===== src/include/ahb_sram_defs.svh =====
//==========================================================================
// bus and sram width macros, lane organisation of the 128-bit bank
//==========================================================================

`ifndef AHB_SRAM_DEFS_SVH
`define AHB_SRAM_DEFS_SVH

// bus side
`define AHB_DATA_W    128
`define SRAM_ADDR_W   17     // byte address inside the sram window

// sram organisation
`define LANE_W        8      // one byte per lane
`define SRAM_LANES    16
`define LANE_SEL_W    4      // log2 of the lane count

// word address of a single lane
`define BANK_DEPTH_W  (`SRAM_ADDR_W - `LANE_SEL_W)

`endif


===== src/ahb_pkg.sv =====
//==========================================================================
// AHB-Lite transfer kind and size encodings, captured address phase
//==========================================================================

`include "ahb_sram_defs.svh"

package ahb_pkg;

    typedef enum logic [1:0] {
        HTRANS_IDLE   = 2'b00,
        HTRANS_BUSY   = 2'b01,
        HTRANS_NONSEQ = 2'b10,
        HTRANS_SEQ    = 2'b11
    } htrans_e;

    typedef enum logic [2:0] {
        HSIZE_BYTE  = 3'b000,
        HSIZE_HWORD = 3'b001,
        HSIZE_WORD  = 3'b010,
        HSIZE_DWORD = 3'b011,
        HSIZE_QWORD = 3'b100     // full bus beat
    } hsize_e;

    // one accepted address phase
    typedef struct packed {
        logic                    write;
        logic                    read;
        hsize_e                  size;
        logic [`SRAM_ADDR_W-1:0] addr;
    } ahb_phase_t;

endpackage


===== src/raw_bypass.sv =====
//==========================================================================
// read-after-write hazard check, forwarding register and stall request
//==========================================================================

`include "ahb_sram_defs.svh"

module raw_bypass
    import ahb_pkg::*;
(
    input  logic                   hclk,
    input  logic                   hrst_b,
    input  ahb_phase_t             cur_phase,
    input  ahb_phase_t             pend_phase,
    input  logic [`AHB_DATA_W-1:0] hwdata,
    output logic                   stall_req,
    output logic                   fwd_valid,
    output logic [`AHB_DATA_W-1:0] fwd_data
);

    logic                    hazard;
    logic                    covered;
    logic                    fwd_hit;
    logic [`SRAM_ADDR_W-1:0] unit_mask;   // address bits above the write alignment

    // read address phase against a write data phase
    assign hazard = pend_phase.write && cur_phase.read;

    // read no wider than the write and inside the same write-sized unit
    assign unit_mask = {`SRAM_ADDR_W{1'b1}} << pend_phase.size;
    assign covered   = (cur_phase.size <= pend_phase.size)
                    && (((cur_phase.addr ^ pend_phase.addr) & unit_mask) == '0);

    assign fwd_hit   = hazard && covered;
    assign stall_req = hazard && !covered;   // ram cannot serve both this cycle

    always_ff @(posedge hclk or negedge hrst_b) begin
        if (!hrst_b)
            fwd_valid <= 1'b0;
        else
            fwd_valid <= fwd_hit;
    end

    // whole write beat, the read lanes are a subset of it
    always_ff @(posedge hclk) begin
        if (fwd_hit)
            fwd_data <= hwdata;
    end

    // a stalled hazard is neither forwarded nor stalled again
    a_stall_not_fwd: assert property (
        @(posedge hclk) disable iff (!hrst_b)
        stall_req |=> !(fwd_valid || stall_req)
    );

endmodule


===== config.mk =====
export PLATFORM = sky130hd
export DESIGN_NAME = raw_bypass
export DESIGN_NICKNAME = d
export VERILOG_FILES = /design/src/ahb_pkg.sv /design/src/raw_bypass.sv
export VERILOG_INCLUDE_DIRS = /design/src /design/src/include
export SDC_FILE = /design/constraint.sdc
export NUM_CORES = 1
export LEC_CHECK = 0
export BUFFER_PORTS_ARGS = -buffer_cell sky130_fd_sc_hd__buf_2
export CAP_MARGIN = 20
export CORE_AREA = 2 2 118 120
export CTS_CLUSTER_SIZE = 25
export DETAILED_ROUTE_END_ITERATION = 10
export DIE_AREA = 0 0 120 122
export GPL_TIMING_DRIVEN = 0
export SLEW_MARGIN = 20
export SYNTH_ARGS = -nofsm -noshare
export SYNTH_HDL_FRONTEND = slang
export SYNTH_SLANG_ARGS = --single-unit

===== constraint.sdc =====
create_clock -name hclk -period 1.7 [get_ports hclk]
set_input_delay 0.085 -clock hclk [delete_from_list [all_inputs] [get_ports hclk]]
set_output_delay 0.085 -clock hclk [all_outputs]
set_load 0.05 [all_outputs]

== Yosys cells after proc, flatten, opt, wreduce, memory -nomap -nowiden ==
Index checks and enable logic that the tools add are counted.

* Bits in latches: 0
* Output and inout port bits: 130
* ROM bits: 0
* Input bits: 174
* Bits in registers: 129
* Logic and storage cells: 12
* RAM bits: 0
* Memories kept: 0

* Multiply operators: 0
* Reduce and logical (&&, ||, !) cells: 6
* Muxes and demuxes: 0
* Eq/ne operators: 0
* Divide/modulo/power cells: 0
* $lt $le $gt $ge: 1
* Bitwise gates (word level): 2
* Shift operators: 1
* $add $sub $neg: 0

{| class="wikitable"
|+ Operator list
! kind !! number
|-
| bitwise AND 17 bit || 1
|-
| zero test 17 bit || 1
|-
| left shift 17 x 3 -> 17 bit, first input constant || 1
|-
| bitwise XOR 17 bit || 1
|-
| logical AND 1 bit || 4
|-
| <= comparator 3 bit || 1
|-
| zero test 1 bit || 1
|}

== Depth between registers and ports, before layout ==
* Word-level depth: 6
* Mapped depth: 7

== Least setup slack after synthesis ==
No wires, ideal clock.

* Path kind: input port to flip-flop
* Start: in pend_phase[18] (netlist bit)
* End: reg fwd_data[0] (enable)
* Required time: 1207 ps
* Slack: -2515 ps
* Arrival time: 3722 ps
* Stages: 6
* Cell sequence: inv_1 -> ha_1 -> a211oi_1 -> o211a_1 -> and4_1 -> and2b_1

* Cells in the longest elaborated chain, start to end: 5
* Elaborated cells between the ends (all ways): 6
* Those cells by class: 1 x order compare; 1 x shift; 1 x bitwise; 3 x reduce/logical

{| class="wikitable"
|+ Ends and longest elaborated chain
! what !! line !! source
|-
| start, declared || raw_bypass.sv:13 || <nowiki>input ahb_phase_t pend_phase,</nowiki>
|-
| left shift 17 x 3 -> 17 bit || raw_bypass.sv:29 || <nowiki>assign unit_mask = {`SRAM_ADDR_W{1'b1}} << pend_phase.size;</nowiki>
|-
| bitwise AND 17 bit || raw_bypass.sv:31 || <nowiki>&& (((cur_phase.addr ^ pend_phase.addr) & unit_mask) == '0);</nowiki>
|-
| zero test 17 bit || raw_bypass.sv:31 ||
|-
| logical AND 1 bit (*) || raw_bypass.sv:31 ||
|-
| logical AND 1 bit (*) || raw_bypass.sv:33 || <nowiki>assign fwd_hit = hazard && covered;</nowiki>
|-
| net fwd_hit || raw_bypass.sv:22 || <nowiki>logic fwd_hit;</nowiki>
|-
| end signal, assigned || raw_bypass.sv:46 || <nowiki>fwd_data <= hwdata;</nowiki>
|-
| end, declared || raw_bypass.sv:17 || <nowiki>output logic [`AHB_DATA_W-1:0] fwd_data</nowiki>
|}

The timed path passes the listed nets; every way through them passes the cells marked *.
A chain may end at the register's enable or synchronous reset.

== Final worst setup path ==
* Start: in pend_phase[18] (netlist bit)
* End: reg fwd_data[116] (enable)

Same word-level chain as after synthesis.

==> flow_summary.ini <==
[status]
status = completed

[synth]
synth_edf_count = 128
synth_top_family_by_area = XOR/XNOR gates
syn_nets = 351
synth_area_leaders = edfxtp_1, xnor2_1, ha_1
synth_area_per_cell_sq_um = 24.1
synth_most_common_cell = edfxtp_1
ys_ff_latch = 129
yosysWarnings = 0
synth.distinct_cells = 18
syn-cell-area_sq_mm = 0.00419
synth_fa_ha_area_frac = 0.00896
synth-compound-area-share = 0.0131
synthCells = 174
synth_top_area_frac = 0.918
synthFlopType = edfxtp_1
synth-xor-area-share = 0.0355
synth_commonest_cells = edfxtp_1, xnor2_1, inv_1, xor2_1
synthSimpleGateAreaFrac = 0.0152
synth_top_area_cell = edfxtp_1
async_flop_share = 0.00775
synth_mux_area_frac = 0
synth-seq-area-share = 0.924

[timing]
fmax_ghz = 0.632
rsz0062_at_grt = no
slew_viol_final = 0
period_minus_slack_ps = 1580
fin_crit_sh = 0.930
fin_setup_tns_ps = 0
report.final.setup_viol = 0
tightest_slew_ps = 425
slew_headroom = 0.717
hold_viol_final = 0

[critical_path]
cp_num_cells = 10
critPathArrivalTime_ps = 1690
crit_family = buffers and inverters
crit_path_start_kind = primary input
end_kind = flop
worstPathCellList = clkbuf_4, inv_12, ha_4, nand3_2, o21ai_1, o211a_1, and4_1, and2b_4, buf_12, clkbuf_16
cp_num_buf_inv = 4
critical_path_class = in -> reg
critical-path-max-stage-delay_ps = 260
cp_slowest_cell = ha_4
required_ps = 1810
cp_max_fo = 24

[clocking]
clk_root_buffer_cell = clkbuf_16
cts_tree = yes
ctsLongestPathBuffers = 2
cts.sinks = 129
htree_levels = 4
numCtsBuffers = 17
clk_pin_slew_ps = 60

[layout]
finish.net_count = 810
antenna_cells = 0
multi_input_area_sq_um = 373
drive_gt1_frac = 0.543
fillers = 1030
syn_to_final_growth_pct = 91.8
seqCellArea_sq_mm = 0.00387
stdcell_count = 826

[place]
hpwl_um = 8070
portBuffers = 301
place_congestion = 0.767
place_inst = 657

[global_route]
grt_pass1_wl_um = 17800
overflow = 0
antenna_found_initial = 0
grt_pass1_vias = 3551
grt_max_degree = 50
track_usage = 0.164

[route]
antenna_left = 0
dr.pass1.iters = 5
vias = 3413
drc = 0
drtIter0Drc = 149
drt-vias-per-instance = 4.13
wl_per_cell_um = 15.4
wirelength_um = 12700

[floorplanning]
core-area_sq_mm = 0.0135
dieWidth_um = 120
initial_utilization = 0.310
dieArea_sq_mm = 0.0146
die_h_um = 122
rows = 43
num_io_pins = 304

[power]
leakage_nw = 3.39
powerDensity_mw_per_mm2 = 934
ir_drop_mv = 0.510
finalPower_mw = 7.50

[worst_hold_path]
hold_class = in -> reg
min_path_cells = 3

[flow_run]
max-cap-violations = 0
## area by class of cell
cell class	instances	share of cell area
clock buffer	18	0.0534
sequential	129	0.482
multi-input combinational	42	0.0464
timing repair buffer	439	0.370
tap	180	0.0280
inverter	4	0.00343
clock inverter	14	0.0174
## where the power goes
group          internal, mW  switching [mW]  leakage (nW)  total [mW]
registers              3.50       0.0000549          1.16        3.50
logic                 0.383           0.168          1.94       0.551
clock network          2.15            1.31         0.282        3.46
## cell families after synthesis
family | count (synthesis)
buffers and inverters | 4
and+or+nand+nor | 12
xor gates and xnor gates | 17
DFF | 129
adders and majority gates | 3
AOI/OAI and AO/OA | 9
## state kept, by name, summed over array words and instances, names as in the netlist
| name | cells |
|---|---|
| fwd_data | 128 |
| fwd_valid | 1 |
## through the flow
step | worst slack [ps] | utilization | hold slack, ps | cell area, sq um
6_report | 118 | 0.595 | 357 | 8030
5_1_grt | 36.6 | 0.595 | 366 | 8030
4_1_cts | 29.0 | 0.587 | 347 | 7920
3_5_place_dp | -907 | 0.446 | -132 | 6020
3_3_place_gp | -1530 | 0.443 | -137 | 5980
2_1_floorplan | -620 | - | -211 | 4250
## path summary, 6_finish.rpt
kind | end | start | slack (ps)
worst min-delay path | fwd_valid | cur_phase[20] | 360
worst max-delay path | fwd_data[116] | pend_phase[18] | 120
max in group asynchronous | fwd_valid | hrst_b | 1100
min in group asynchronous | fwd_valid | hrst_b | 500
## placed cells by master (no fill, tap or decap)
cell | Yosys | layout
ha_4 | 0 | 3
clkinv_1 | 0 | 1
clkbuf_1 | 0 | 1
and4_1 | 1 | 1
dfrtp_1 | 1 | 1
xor2_1 | 4 | 4
o21ai_0 | 3 | 2
inv_6 | 0 | 2
nor2_1 | 1 | 1
nand2_1 | 3 | 3
nand3_2 | 0 | 1
o211a_1 | 1 | 1
nand3_1 | 2 | 1
inv_1 | 4 | 1
inv_2 | 0 | 2
clkinv_4 | 0 | 3
a21oi_1 | 2 | 2
buf_16 | 0 | 2
and2b_2 | 0 | 1
nor3_1 | 2 | 2
edfxtp_1 | 128 | 128
buf_2 | 0 | 300
inv_12 | 0 | 1
o21ai_1 | 1 | 1
xnor2_1 | 13 | 13
o21ai_2 | 0 | 1
buf_12 | 0 | 2
clkinv_2 | 0 | 5
bufinv_16 | 0 | 2
buf_4 | 0 | 2
a211oi_2 | 0 | 2
clkbuf_16 | 0 | 19
clkinvlp_4 | 0 | 1
nand4_1 | 2 | 2
and2b_4 | 0 | 1
dlygate4sd3_1 | 0 | 130
clkbuf_4 | 0 | 1
## layer usage
layer / share of wire / vias up / global-route usage / routed length [um]
met5: 0 / - / 0 / 0
met4: 0.014 / 0 / 0.0640 / 173
met3: 0.077 / 13 / 0.0585 / 979
met1: 0.35 / 1594 / 0.163 / 4470
li1: - / 1612 / - / -
met2: 0.56 / 194 / 0.312 / 7090
## tightest hold or removal path: stages
cell     delay, ps
buf_2           90
nand2_1         90
and2b_2        380
## what timing repair did
action / 4_1_cts / 5_1_grt
hold buffers: 130 / 0
endpoints found under the setup margin: 128 / 96
resized for setup: 2 / 4
hold endpoints to repair: 129 / 0
buffers inserted: 2 / 2
pin swaps: 0 / 1
gates cloned: 1 / 2
(Power assumes the default switching activity.)
