==> src/include/ahb_sram_defs.svh <==
//==========================================================================
// bus and sram width macros, lane organisation of the 128-bit bank
//==========================================================================

`ifndef AHB_SRAM_DEFS_SVH
`define AHB_SRAM_DEFS_SVH

// bus side
`define AHB_DATA_W    128
`define SRAM_ADDR_W   17     // byte address inside the sram window

// sram organisation
`define LANE_W        8      // one byte per lane
`define SRAM_LANES    16
`define LANE_SEL_W    4      // log2 of the lane count

// word address of a single lane
`define BANK_DEPTH_W  (`SRAM_ADDR_W - `LANE_SEL_W)

`endif

==> src/ahb_pkg.sv <==
//==========================================================================
// AHB-Lite transfer kind and size encodings, captured address phase
//==========================================================================

`include "ahb_sram_defs.svh"

package ahb_pkg;

    typedef enum logic [1:0] {
        HTRANS_IDLE   = 2'b00,
        HTRANS_BUSY   = 2'b01,
        HTRANS_NONSEQ = 2'b10,
        HTRANS_SEQ    = 2'b11
    } htrans_e;

    typedef enum logic [2:0] {
        HSIZE_BYTE  = 3'b000,
        HSIZE_HWORD = 3'b001,
        HSIZE_WORD  = 3'b010,
        HSIZE_DWORD = 3'b011,
        HSIZE_QWORD = 3'b100     // full bus beat
    } hsize_e;

    // one accepted address phase
    typedef struct packed {
        logic                    write;
        logic                    read;
        hsize_e                  size;
        logic [`SRAM_ADDR_W-1:0] addr;
    } ahb_phase_t;

endpackage

==> src/sram_pkg.sv <==
//==========================================================================
// byte lane write mask and sram bank request types
//==========================================================================

`include "ahb_sram_defs.svh"

package sram_pkg;

    // bit i enables byte lane i
    typedef logic [`SRAM_LANES-1:0] lane_mask_t;

    // one access to all lanes at a common word address
    typedef struct packed {
        logic [`BANK_DEPTH_W-1:0] addr;
        lane_mask_t               wen;
        logic [`AHB_DATA_W-1:0]   wdata;   // lane i takes byte i
    } bank_req_t;

endpackage

==> src/ahb_phase_ctrl.sv <==
//==========================================================================
// address phase capture, lane write-enable decode and ram address select
//==========================================================================

`include "ahb_sram_defs.svh"

module ahb_phase_ctrl
    import ahb_pkg::*, sram_pkg::*;
(
    input  logic                    hclk,
    input  logic                    hrst_b,
    input  logic                    hsel,
    input  htrans_e                 htrans,
    input  hsize_e                  hsize,
    input  logic [`SRAM_ADDR_W-1:0] haddr,
    input  logic                    hwrite,
    input  logic [`AHB_DATA_W-1:0]  hwdata,
    input  logic                    hready,
    input  logic                    stall_req,
    output bank_req_t               bank_req,
    output ahb_phase_t              cur_phase,
    output ahb_phase_t              pend_phase
);

    logic                    trans_valid;
    logic                    replay_q;      // data phase of a stalled read
    lane_mask_t              lane_mask_q;
    logic [`SRAM_ADDR_W-1:0] ram_addr;

    // lanes touched by one transfer of the given size at the given lane offset
    function automatic lane_mask_t lane_decode(
        input hsize_e                 size,
        input logic [`LANE_SEL_W-1:0] low
    );
        lane_mask_t             span;
        logic [`LANE_SEL_W-1:0] lsb;

        span = ~({`SRAM_LANES{1'b1}} << (1 << size));   // 2**size lanes
        lsb  = ~({`LANE_SEL_W{1'b1}} << size);          // offset bits below alignment
        if (size > HSIZE_QWORD)
            return '0;
        return span << (low & ~lsb);
    endfunction

    assign trans_valid = hsel && hready
                      && (htrans == HTRANS_NONSEQ || htrans == HTRANS_SEQ);

    always_comb begin
        cur_phase.write = trans_valid && hwrite;
        cur_phase.read  = trans_valid && !hwrite;
        cur_phase.size  = hsize;
        cur_phase.addr  = haddr;
    end

    always_ff @(posedge hclk or negedge hrst_b) begin
        if (!hrst_b) begin
            pend_phase  <= '0;
            lane_mask_q <= '0;
            replay_q    <= 1'b0;
        end else begin
            replay_q <= stall_req;
            if (cur_phase.write)
                lane_mask_q <= lane_decode(hsize, haddr[`LANE_SEL_W-1:0]);
            else
                lane_mask_q <= '0;
            if (trans_valid)
                pend_phase <= cur_phase;
            else if (hready)
                pend_phase <= '0;   // idle, busy or deselected
        end
    end

    // captured address while the write lands or the read is replayed
    assign ram_addr = (pend_phase.write || replay_q) ? pend_phase.addr : haddr;

    assign bank_req = '{
        addr:  ram_addr[`SRAM_ADDR_W-1:`LANE_SEL_W],
        wen:   lane_mask_q,
        wdata: hwdata
    };

    // byte enables only in a zero wait write data phase
    a_mask_in_write_phase: assert property (
        @(posedge hclk) disable iff (!hrst_b)
        (|lane_mask_q) |-> pend_phase.write && hready
    );

    // a replayed read never shares its cycle with a write
    a_replay_no_write: assert property (
        @(posedge hclk) disable iff (!hrst_b)
        replay_q |-> pend_phase.read && !hready
    );

endmodule

==> config.mk <==
export PLATFORM = sky130hd
export DESIGN_NAME = ahb_phase_ctrl
export DESIGN_NICKNAME = d
export VERILOG_FILES = /design/src/ahb_pkg.sv /design/src/sram_pkg.sv /design/src/ahb_phase_ctrl.sv
export VERILOG_INCLUDE_DIRS = /design/src /design/src/include
export SDC_FILE = /design/constraint.sdc
export NUM_CORES = 1
export LEC_CHECK = 0
export ABC_AREA = 1
export BUFFER_PORTS_ARGS = -buffer_cell sky130_fd_sc_hd__buf_4
export CAP_MARGIN = 20
export CORE_AREA = 10 10 131 133
export DETAILED_ROUTE_END_ITERATION = 7
export DIE_AREA = 0 0 141 143
export GPL_ROUTABILITY_DRIVEN = 0
export PLACE_DENSITY = 0.5
export SLEW_MARGIN = 20
export SYNTH_ARGS = -nofsm -noshare
export SYNTH_HDL_FRONTEND = slang
export SYNTH_SLANG_ARGS = --single-unit
==> constraint.sdc <==
create_clock -name hclk -period 1.9 [get_ports hclk]
set_input_delay 0.095 -clock hclk [delete_from_list [all_inputs] [get_ports hclk]]
set_output_delay 0.095 -clock hclk [all_outputs]
set_load 0.02 [all_outputs]
# [After elaboration in Yosys (flattened, before gate mapping)]
# Cells that the tools add are included.
[op_classes] div_mod_pow=0 multipliers=0 reduce_logical=8 bitwise=4 shifts=4 muxes=8 n_addsub=0 n_eq_ne=2 n_lt_le_gt_ge=1
[op_table] op="$mux W16" n=3
[op_table] op="$mux W22" n=2
[op_table] op="$shl A1 B3 Y32 const A" n=1
[op_table] op="$shl A16 B32 Y16 const A" n=1
[op_table] op="$mux W17" n=1
[op_table] op="$not A16 Y16" n=1
[op_table] op="$shl A16 B4 Y16" n=1
[op_table] op="$not A4 Y4" n=2
[op_table] op="$and A4 B4 Y4" n=1
[op_table] op="$eq A2 B2 Y1 const B" n=2
[op_table] op="$logic_and A1 B1 Y1" n=4
[op_table] op="$shl A4 B3 Y4 const A" n=1
[op_table] op="$gt A3 B3 Y1 const B" n=1
[op_table] op="$logic_or A1 B1 Y1" n=2
[op_table] op="$mux W1" n=2
[op_table] op="$reduce_bool A2 Y1" n=1
[op_table] op="$logic_not A1 Y1" n=1
[totals] ff_bits=39 ram_bits=0 output_inout_bits=201 rom_bits=0 latchBits=0 elab_cells=33 memories=0

# [Logic depth before layout (Yosys ltp)]
[logic_depth] word_depth=7 ltp_mapped=6 depth_no_buf=6

# [Worst setup path after synthesis]
# OpenSTA, ideal clock, no wires.
[synth_path] kind="register -> output" from="reg pend_phase[21] (netlist name)" to="out bank_req[144] (netlist name)" required_ns=1.805 slack_ns=0.467 t_arrival_ns=1.338 path_stages_with_launch=5 path_cell_list="dfrtp_1 nor2_1 clkbuf_1 nand2_1 o21ai_0"
[synth_rtl] item="start, declared" line_no="ahb_phase_ctrl.sv:22" source="output ahb_phase_t pend_phase"
[synth_rtl] item="start signal, assigned" line_no="ahb_phase_ctrl.sv:67" source="pend_phase <= cur_phase;"
[synth_rtl] item="end, declared" line_no="ahb_phase_ctrl.sv:20" source="output bank_req_t bank_req,"

==> reports/metrics.csv <==
metric;value;unit
H-tree levels;2;
IO Pins;357;
CP max FO;26;
leakage dissipation;1.49;nW
syn_nets;491;
Setup crit end;bank_req[155];
Pre-Repair DR Iteration Count;4;
IO Port Bufs;99;
max cap viols;0;
sequential cell area fraction in the yosys report;0.354;
Min-Delay Path Depth;2;
R2R Path Start;pend_phase[14];
DRC viols;0;
Core Footprint;14400;sq um
Starting Density;0.191;
top cell type's share of synthesized area;0.403;
vias;1790;
RSZ-0062 raised after global routing;false;
Synth async-reset ratio;1.00;
synth unique cells;15;
status;completed;
Final Slew Violations;0;
Setup TNS Final;0;ns
row count;44;
Nets;448;
top post-synthesis cells by area;buf_4, dfrtp_1, inv_1;
met1 GRT Util;0.0771;
hold_buf cts;2;
Post-CTS Setup Bufs;0;
pre-CTS WS;0.705;ns
CTS root buf;clkbuf_16;
share of layout cells above drive strength 1;0.386;
GRT Max-Usage Layer;met2;
area delta synth->final;1.64;%
Synthesis Warnings;0;
mapped cell area;2750;sq um
Seq cells post-synth;39;
worst hold path type;in2reg;
Post-Synthesis Cells;335;
crit path launch type;flop;
Worst Setup SP;pend_phase[21];
cts bufs inserted;5;
fin cells;477;
pin count of the biggest net entering global routing;40;
vias in the first global route;1902;
Antenna Nets Post-Route;0;
Max-Slew Margin vs Limit;0.655;
DR vias/cell;3.75;
dpl hpwl;8.47;mm
most frequent cell after synthesis;buf_4;
Worst-Skew Late Latency;0.27;ns
Critical Path RT;1.80;ns
CTS tree;built;
Main synth FF type;dfrtp_1;
post-route setup slack;0.431;ns
total clock sinks;39;
Wirelength per Cell;20.6;um
most area-hungry cell type in the Yosys netlist;buf_4;
WP data arrival;1.37;ns
Mean Syn Cell Area;8.22;sq um
worst hold slack;0.0285;ns
die height;143;um
Post-synth EDFFs;0;
R2R Setup Slk;1.23;ns
Pwr per Cell Area;786;nW/um^2
Max IR drop VDD;305;uV
min Tclk post-route;1.47;ns
WS Path Type;reg2out;
Worst Clk Skew;0;ns
Worst-path clk slew;0.06;ns
gr usage total;0.0910;
Total Routed Length;9.82;mm
Critical R2R Capture;pend_phase[14];
top cells by count, synth;buf_4, inv_1, dfrtp_1, o22ai_1, nand2_1;
final core occ;0.194;
total grt overflow;0;
Final period util;0.773;
initial antenna violation count;0;
Die Width;141;um
CTS max path bufs;2;
Die ar.;20200;sq um
Final Setup Violations;0;
met3 global-route usage;0.0697;
DR iter-0 viols;51;
reg2reg path depth;2;
slew of the pin with the lowest slew margin;0.518;ns
Critical Path End Type;output port;
Antenna Cells;0;
first-pass GRT wire length;13.7;mm
Final Hold Fails;0;
GRT met2 Usage;0.159;
max frequency;681;MHz
DP Cell Count;467;
Resized Gates After CTS;0;
final cells by class:
type,instances,area (sq um)
Sequential cell,39,976
Tap cell,184,230
Clock buffer,7,153
Fill cell,1635,11600
Timing Repair Buffer,105,793
Clock inverter,1,7.51
Inverter,47,176
Multi-Input combinational cell,94,463
routing by layer:
| metal | share of wire | up-vias |
|---|---|---|
| met5 | 0 | - |
| met2 | 0.50 | 170 |
| met4 | 0.026 | 0 |
| li1 | - | 803 |
| met1 | 0.30 | 787 |
| met3 | 0.17 | 30 |
sequential cells by signal, indices dropped and copies added, names as in the netlist:
name	cells
replay_q	1
pend_phase	22
lane_mask_q	16
per-stage QoR:
stage / total power, mW / cell area [sq um]
after floorplan: 1.52 / 2750
after global placement: 1.35 / 2620
after detailed placement: 1.35 / 2620
after CTS: 2.26 / 2800
after global routing: 2.33 / 2800
final: 2.20 / 2800
logic make-up after synthesis:
family	after synthesis	synth area share
AND/OR/NAND/NOR	51	0.0791
buffers and inverters	202	0.478
AO/OA/AOI/OAI	43	0.0891
flip-flops	39	0.354
worst max-delay path, stage by stage, from the launching register on:
cell     delay (ns)
dfrtp_1        0.40
nor2_1         0.10
buf_4          0.25
nand2_1        0.07
o21ai_0        0.10
buf_4          0.19
report_power, final:
part / leakage [nW] / total (mW) / internal [mW] / switching [mW]
Clock: 0.0761 / 0.872 / 0.558 / 0.314
Sequential: 0.530 / 0.880 / 0.864 / 0.0167
Combinational: 0.880 / 0.449 / 0.179 / 0.270
how the worst min path moves through the flow:
stage | startpoint | to | slack, ns
after global routing | hwrite | pend_phase[20] | 0.03
after CTS | hwrite | pend_phase[20] | 0.03
after global placement | hrst_b | pend_phase[15] | 0.11
final | hwrite | pend_phase[20] | 0.03
after detailed placement | hrst_b | pend_phase[9] | 0.11
after floorplan | hrst_b | lane_mask_q[0] | -0.20
placed cells by master, fill, tap and decap left out:
| master | synthesis | layout |
|---|---|---|
| buf_4 | 148 | 103 |
| inv_1 | 47 | 47 |
| dfrtp_1 | 39 | 39 |
| o22ai_1 | 22 | 22 |
| nand2_1 | 21 | 21 |
| nor2_1 | 15 | 15 |
| o21ai_0 | 14 | 14 |
| nand3_1 | 12 | 12 |
| a21oi_1 | 6 | 6 |
| clkbuf_16 | 0 | 5 |
| clkbuf_8 | 0 | 2 |
| dlygate4sd3_1 | 0 | 2 |
| nand3_2 | 1 | 1 |
| nor2_2 | 1 | 1 |
| or2_1 | 1 | 1 |
| o21a_1 | 1 | 1 |
| clkinvlp_4 | 0 | 1 |
Power figures use the tool's default switching activity.
