<file path="config.mk">
export PLATFORM = sky130hd
export DESIGN_NAME = ahb_resp_unit
export DESIGN_NICKNAME = d
export VERILOG_FILES = /design/src/ahb_resp_unit.sv
export VERILOG_INCLUDE_DIRS = /design/src /design/src/include
export SDC_FILE = /design/constraint.sdc
export NUM_CORES = 1
export LEC_CHECK = 0
export ABC_AREA = 0
export BUFFER_PORTS_ARGS = -buffer_cell sky130_fd_sc_hd__buf_2
export CORE_AREA = 2 2 152 154
export DETAILED_ROUTE_END_ITERATION = 10
export DIE_AREA = 0 0 154 156
export MAX_ROUTING_LAYER = met4
export SYNTH_ARGS = -nofsm -noshare
export SYNTH_HDL_FRONTEND = slang
export SYNTH_SLANG_ARGS = --single-unit
export TNS_END_PERCENT = 10
</file>
<file path="constraint.sdc">
create_clock -name hclk -period 1 [get_ports hclk]
set_clock_uncertainty 0.15 [all_clocks]
set_input_delay 0.05 -clock hclk [delete_from_list [all_inputs] [get_ports hclk]]
set_output_delay 0.05 -clock hclk [all_outputs]
set_load 0.01 [all_outputs]
</file>
<file path="src/include/ahb_sram_defs.svh">
//==========================================================================
// bus and sram width macros, lane organisation of the 128-bit bank
//==========================================================================

`ifndef AHB_SRAM_DEFS_SVH
`define AHB_SRAM_DEFS_SVH

// bus side
`define AHB_DATA_W    128
`define SRAM_ADDR_W   17     // byte address inside the sram window

// sram organisation
`define LANE_W        8      // one byte per lane
`define SRAM_LANES    16
`define LANE_SEL_W    4      // log2 of the lane count

// word address of a single lane
`define BANK_DEPTH_W  (`SRAM_ADDR_W - `LANE_SEL_W)

`endif

</file>
<file path="src/ahb_resp_unit.sv">
//==========================================================================
// hready wait state register and read data select
//==========================================================================

`include "ahb_sram_defs.svh"

module ahb_resp_unit (
    input  logic                   hclk,
    input  logic                   hrst_b,
    input  logic                   stall_req,
    input  logic                   fwd_valid,
    input  logic [`AHB_DATA_W-1:0] fwd_data,
    input  logic [`AHB_DATA_W-1:0] bank_rdata,
    output logic                   hready,
    output logic [`AHB_DATA_W-1:0] hrdata
);

    // low in reset and for one wait state per unresolved hazard
    always_ff @(posedge hclk or negedge hrst_b) begin
        if (!hrst_b)
            hready <= 1'b0;
        else
            hready <= !stall_req;
    end

    assign hrdata = fwd_valid ? fwd_data : bank_rdata;

    // the replay always completes on the next cycle
    a_single_wait: assert property (
        @(posedge hclk) disable iff (!hrst_b)
        (!hready && $past(hrst_b)) |=> hready
    );

    // forwarded data only in a zero wait data phase
    a_fwd_ready: assert property (
        @(posedge hclk) disable iff (!hrst_b)
        fwd_valid |-> hready
    );

endmodule

</file>
After elaboration in Yosys (flattened, before gate mapping). Cells that the tools add are included.

Register bits after elaboration: 1. Bits in latches: 0. RAM bits: 0. Memory bits (read-only): 0. Input port bits: 260. Output and inout port bits: 129. Logic and storage cells: 3. Memories kept: 0.

$add $sub $neg: 0. Multiply operators: 0. Div/mod/pow operators: 0. Magnitude comparators: 0. Equality and inequality tests: 0. Shifts and indexed selects: 0. Mux-type cells: 1. Bitwise operators: 0. Reductions and logical operators: 1.

Operators with widths (count): $mux W128 (1); $logic_not A1 Y1 (1).

Depth between registers and ports, before layout. Gate-level depths: netlist of run 1.

Depth in word-level cells: 1. Depth in mapped cells: 3. Mapped depth without buffers: 1.

Worst setup path before layout of run 1. No wires, ideal clock.

Kind: input to output. Start: input fwd_valid. End: output hrdata[100]. Arrival: 0.701 ns. Data required time: 0.800 ns. Slack: 0.099 ns. Stages: 3. Buffers on the path: 2. Cell sequence: buf_6 -> clkbuf_8 -> mux2_2.

Cells in the longest elaborated chain, start to end: 1.

Ends and longest elaborated chain: from (decl) (line ahb_resp_unit.sv:11) `input logic fwd_valid,`; $mux W128 (line ahb_resp_unit.sv:26) `assign hrdata = fwd_valid ? fwd_data : bank_rdata;`; to (decl) (line ahb_resp_unit.sv:15) `` output logic [`AHB_DATA_W-1:0] hrdata ``.

No other way between the ends.

Worst setup path after layout of run 1.
Start: input fwd_valid. End: output hrdata[111].

The elaborated chain is that of the path after synthesis.

==> results of run 1 <==
[layout make-up]
| cell class | count | share of cell area [%] |
|---|---|---|
| diodes | 2 | 0.101 |
| inverters | 1 | 0.0759 |
| multi-input cells | 128 | 33.0 |
| flip-flops and latches | 1 | 0.506 |
| repair buffers | 421 | 59.1 |
| well taps | 285 | 7.21 |
[report_power, final]
part | switching, mW | internal (mW)
logic | 0.873 | 1.54
clock network | 0 | 0.000000240
registers | 0.000310 | 0.0432
[cells by family after synthesis]
logic type,count (synthesis),share of synthesized area (%)
buffers and inverters,15,11.0
multiplexers,128,87.5
flip-flops,1,1.52
[timing repair]
item,in CTS,in global routing
buffers inserted,2,0
gates cloned,5,0
pin swaps,0,0
hold buffers,1,0
setup endpoints to repair,128,128
hold endpoints to repair,1,0
gates resized for setup,127,23
[final timing paths]
check,start,end,slack (ns),cells past startpoint
min in group asynchronous,hrst_b,hready$_DFF_PN0_,0.21,2
max in group asynchronous,hrst_b,hready$_DFF_PN0_,0.41,2
worst min-delay path,stall_req,hready$_DFF_PN0_,0.05,2
worst max-delay path,fwd_valid,hrdata[111],-0.18,5
[placed cells by master (no fill, tap or decap)]
| cell type | Yosys | layout |
|---|---|---|
| dlygate4sd3_1 | 0 | 1 |
| bufbuf_16 | 0 | 1 |
| buf_16 | 0 | 4 |
| inv_1 | 1 | 1 |
| buf_8 | 0 | 2 |
| diode_2 | 0 | 2 |
| mux2_2 | 128 | 77 |
| buf_6 | 6 | 87 |
| mux2_4 | 0 | 51 |
| dfrtp_1 | 1 | 1 |
| buf_2 | 0 | 309 |
| buf_4 | 0 | 10 |
| buf_12 | 0 | 7 |
[layer usage]
layer / share of wire, % / up-vias / track usage, %
met4: 1.3 / 0 / 0.890
met3: 8.1 / 4 / 1.00
met5: 0 / - / -
met1: 37 / 1291 / 9.84
li1: - / 1368 / -
met2: 53 / 201 / 17.1
[through the flow]
step	worst slack, ns	std cells	hold slack, ns	setup TNS, ns	utilization, %
after detailed placement	-0.218	828	-0.325	-19.07	17.9
after global routing	-0.207	837	0.0460	-18.46	22.1
after CTS	-0.184	836	0.0462	-15.72	21.6
after global placement	-0.209	828	-0.326	-18.03	17.9
final	-0.182	838	0.0454	-14.66	22.1
after floorplan	0.0989	144	-0.396	0	-
==> key figures, run 1 <==
Synthesis
  • Area contributors post-synth: mux2_2 87%, clkbuf_8 6.7%, buf_6 4.1%
  • Share of the synthesized area in the top cell type: approximately 87%
  • Flops & latches, synth: 1
  • Mapped Area: ~1600 µm²
  • Post-Syn Nets: between 400 and 500
  • Sequential cell area fraction in the yosys report: 1.52%
  • Synth warn: 0
  • Mean area per synthesized cell: 11.4 µm²
  • Synth unique cells: 5
  • Asr flop ratio synth: between 90% and 100%
  • Syn Inst Count: roughly 140
  • Main flop type after synthesis: dfrtp_1
  • Yosys top cell by area: mux2_2
  • Count leader, synth: mux2_2
  • EDFF count, synth: 0
  • Most frequent cells after synthesis: 128 x mux2_2, 8 x clkbuf_8, 6 x buf_6, 1 x dfrtp_1, 1 x inv_1

Layout
  • Final instance area: slightly below 5000 µm²
  • Largest register FFs: 1
  • Area Growth Syn to Fin: 200%
  • Regs by FF count: hready (1)
  • Nets: a little over 800
  • Register area: roughly 25 µm²
  • Largest register by flop count: hready
  • Layout cells sized above 1: between 90% and 100%
  • Fill cells: 2433
  • Footprint of the multi-input gates: ~1600 µm²

Global routing
  • Antenna violations before repair: 2
  • Total track usage: approximately 9%
  • First-pass GRT wire length: around 16000 µm
  • Vias in the first global route: between 2000 and 3000
  • Largest net degree at the start of global routing: 19
  • Grt ovf: 0

Detailed routing
  • Routed wire per std cell: around 14 µm
  • Antenna viol nets, final: 0
  • Remaining routing DRC violations: 0
  • First-pass iteration count of the detailed router: 4
  • WL final: between 10000 and 15000 µm
  • Vias/cell: about 3.4
  • Iteration-0 DRC Markers: 93
  • Vias: between 2000 and 3000

Floorplan
  • CORE AREA: 22400 µm²
  • Rows: 55
  • Die area: approximately 24000 µm²
  • Die Span Y: between 150 and 200 µm
  • I/O pin count: just under 400
  • Starting Density: between 7 and 8%
  • Die W: ~150 µm

Power
  • Pleak: between 2 and 3 nW
  • Pwr/cell area: between 400 and 500 nW/µm²
  • Peak VDD IR: ~0.00016 V
  • Final Power: 2.45 mW

Outcome
  • Outcome: complete, but fails checks
  • Failing checks: setup timing

Setup path
  • Max incr delay on CP: 0.34 ns
  • WP data required: about 0.8 ns
  • Classification of the worst setup path: primary input to primary output
  • Cell repeated most along the worst path: buf_12
  • Crit path launch type: primary input
  • Critical Path Slowest Stage Cell: mux2_2
  • Crit path capture type: primary output
  • CP Max Fanout: 5
  • CP delay by family, top: buffers and inverters
  • CP cell instances: buf_12, buf_12, bufbuf_16, mux2_2, buf_6
  • WP data arrival: roughly 0.98 ns
  • WP buf/inv: 4

Timing
  • Final Hold Fails: 0
  • Crit path time final: about 1.2 ns
  • Final Setup Violations: 128
  • Fmax: about 850 MHz
  • Rel. slew slack: about nine tenths
  • Setup ws final: -0.182 ns
  • Actual slew at the worst max-slew pin: about 0.12 ns
  • RSZ-0062 raised after global routing: true
  • Slew Viols, Final: 0
  • Tcrit/Tclk final: 118%

Placed design
  • Dpl cell area: 4010 µm²
  • IO buf count: 388
  • Gpl congestion: 0.792
  • DPL Wire Length: slightly below 10000 µm

Hold path
  • HP Class: primary input to flop

Clock tree
  • Clk slew on worst S/H paths: 0 ns

Job
  • Max Cap Viol: 0
Power figures use the tool's default switching activity.
==> run 2: changes to the inputs <==
--- a/config.mk
+++ b/config.mk
@@ -12,6 +12,7 @@
 export DETAILED_ROUTE_END_ITERATION = 10
 export DIE_AREA = 0 0 154 156
 export MAX_ROUTING_LAYER = met4
+export SETUP_SLACK_MARGIN = 0.4
 export SYNTH_ARGS = -nofsm -noshare
 export SYNTH_HDL_FRONTEND = slang
 export SYNTH_SLANG_ARGS = --single-unit
==> run 2 against run 1 <==
- the run ends with hold timing, setup timing left
- sequential power barely moved
- die area unchanged
- worst setup slack improved by 0.16 ns
- first-iteration DRC count decreased by 23%
- sequential cell count is the same
- via count shrank 1.9%
- cell count decreased by 2.0%
- core utilization increased by 0.74 points
- total power is 5.8% higher
- sequential share of layout area hardly changed
- design area is 3.3% higher
- largest power group unchanged
==> key figures, run 2 (synthesized netlist as in run 1, its figures left out) <==
Outcome
  • Outcome: complete, but fails checks
  • Failing checks: hold timing, setup timing

Detailed routing
  • WL final: 12700 µm (+6.0%)
  • Iteration-0 DRC Markers: 72 (-23%)
  • Antenna viol nets, final: 0 (unchanged)
  • First-pass iteration count of the detailed router: 4 (unchanged)
  • Remaining routing DRC violations: 0 (unchanged)
  • Routed wire per std cell: 15.5 µm (+8.2%)
  • Vias/cell: 3.42 (+0.11%)
  • Vias: 2809 (-1.9%)

Placed design
  • IO buf count: 388 (unchanged)
  • Gpl congestion: 0.882 (+11%)
  • DPL Wire Length: 10400 µm (+6.0%)
  • Placed Instances: 813 (-1.8%)

Power
  • Peak VDD IR: 0.000202 V (+27%)
  • Pleak: 2.89 nW (+7.5%)
  • Pwr/cell area: 508 nW/µm² (+2.4%)

Timing
  • Fmax: 976 MHz (+15%)
  • Crit path time final: 1.02 ns (-0.158 ns)
  • Setup ws final: -0.0243 ns (+0.158 ns)
  • Slew Viols, Final: 0 (unchanged)
  • Final Setup Violations: 57 (-55%)
  • Min Hold Slack: -0.321 ns (-0.366 ns)
  • Final Hold Fails: 1 (+1)
  • Rel. slew slack: 91.6% (about the same)
  • RSZ-0062 raised after global routing: true
  • Actual slew at the worst max-slew pin: 0.126 ns (+0.00127 ns)
  • Tcrit/Tclk final: 102% (-16 points)

Setup path
  • Crit path capture type: primary output
  • Crit path launch type: primary input
  • WP data arrival: 0.82 ns (-0.16 ns)
  • CP Max Fanout: 8 (+3)
  • WP data required: 0.80 ns (about the same)
  • Classification of the worst setup path: primary input to primary output

Layout
  • Regs by FF count: hready (1)
  • Footprint of the multi-input gates: 1850 µm² (+13%)
  • Layout cells sized above 1: 99.6% (+0.17 points)
  • Fin util: 22.9% (+0.74 points)
  • Largest register FFs: 1 (unchanged)
  • Most frequent cells in the layout: 303 x buf_2, 109 x mux2_4, 85 x buf_6
  • Inserted Diodes: 0 (-2)
  • Non-Filler Instances: 821 (-2.0%)
  • Area Growth Syn to Fin: 210%
  • Commonest non-fill, non-tap cell in the layout: buf_2
  • Register area: 25.0 µm² (unchanged)
  • Fill cells: 2397 (-1.5%)
  • Largest register by flop count: hready
  • Nets: 798 (-1.8%)

Floorplan
  • Die area: 24000 µm² (unchanged)
  • Die W: 154 µm (unchanged)
  • Die Span Y: 156 µm (unchanged)
  • I/O pin count: 389 (unchanged)
  • CORE AREA: 22400 µm² (unchanged)
  • Rows: 55 (unchanged)
  • Starting Density: 7.37% (unchanged)

Clock tree
  • Clk slew on worst S/H paths: 0 ns (unchanged)
  • Post-CTS Setup Bufs: 0 (-2)

Global routing
  • First-pass GRT wire length: 15600 µm (-2.0%)
  • Vias in the first global route: 2705 (-5.1%)
  • Total track usage: 8.63% (-0.13 points)
  • Antenna violations before repair: 0 (-2)
  • Largest net degree at the start of global routing: 17 (-2)
  • Grt ovf: 0 (unchanged)

Hold path
  • HP Class: primary input to async pin

Job
  • Max Cap Viol: 0 (unchanged)
run 2: cell types whose count changed in the layout (fill, tap and decap cells not counted), sizes merged:
cell	before	now
buf	419	401
bufbuf	1	0
clkbuf	0	5
diode	2	0
dlygate4sd3	1	0
run 2: what timing repair did:
action	CTS	global route
endpoints found under the hold margin	1	1
resized for setup	69	62
setup endpoints to repair	129	129
cloned	2	6
run 2: critical path, cell delays in order:
cell,delay (ns)
clkbuf_16,0.15
buf_16,0.14
mux2_2,0.34
buf_6,0.12
run 2: cell type report:
| type | instances | area share (%) |
|---|---|---|
| sequential | 1 | 0.489 |
| timing repair buffer | 406 | 56.3 |
| inverter | 1 | 0.0734 |
| multi-input combinational | 128 | 36.2 |
| tap | 285 | 6.98 |
run 2: per-stage QoR:
stage | power, mW | cell area [µm²] | setup WS (ns) | TNS [ns]
final | 2.60 | 5110 | -0.0243 | -0.543
after global routing | 2.73 | 5110 | -0.0465 | -2.85
after CTS | 2.34 | 4660 | -0.114 | -9.42
after detailed placement | 2.04 | 4210 | -0.172 | -15.25
after global placement | 2.03 | 4210 | -0.166 | -14.75
after floorplan | 1.12 | 2090 | 0.130 | 0
run 2: worst paths after layout:
kind	start	end	cells after the start
min in group hclk	stall_req	hready$_DFF_PN0_	2
min	hrst_b	hready$_DFF_PN0_	1
max	fwd_valid	hrdata[79]	4
max in group asynchronous	hrst_b	hready$_DFF_PN0_	1
run 2: report_power, final:
group	total [mW]	switching [mW]	internal, mW
Sequential	0.0437	0.000506	0.0432
Combinational	2.55	0.915	1.64
Clock	0	0	0
Total	2.60	0.916	1.68
run 2: layer usage:
metal,vias to the layer above,GRT usage [%],wire length [µm]
li1,1340,-,-
met1,1279,9.16,4560
met2,190,18.3,7390
met3,0,0.528,804
met4,0,0,0
met5,-,-,0
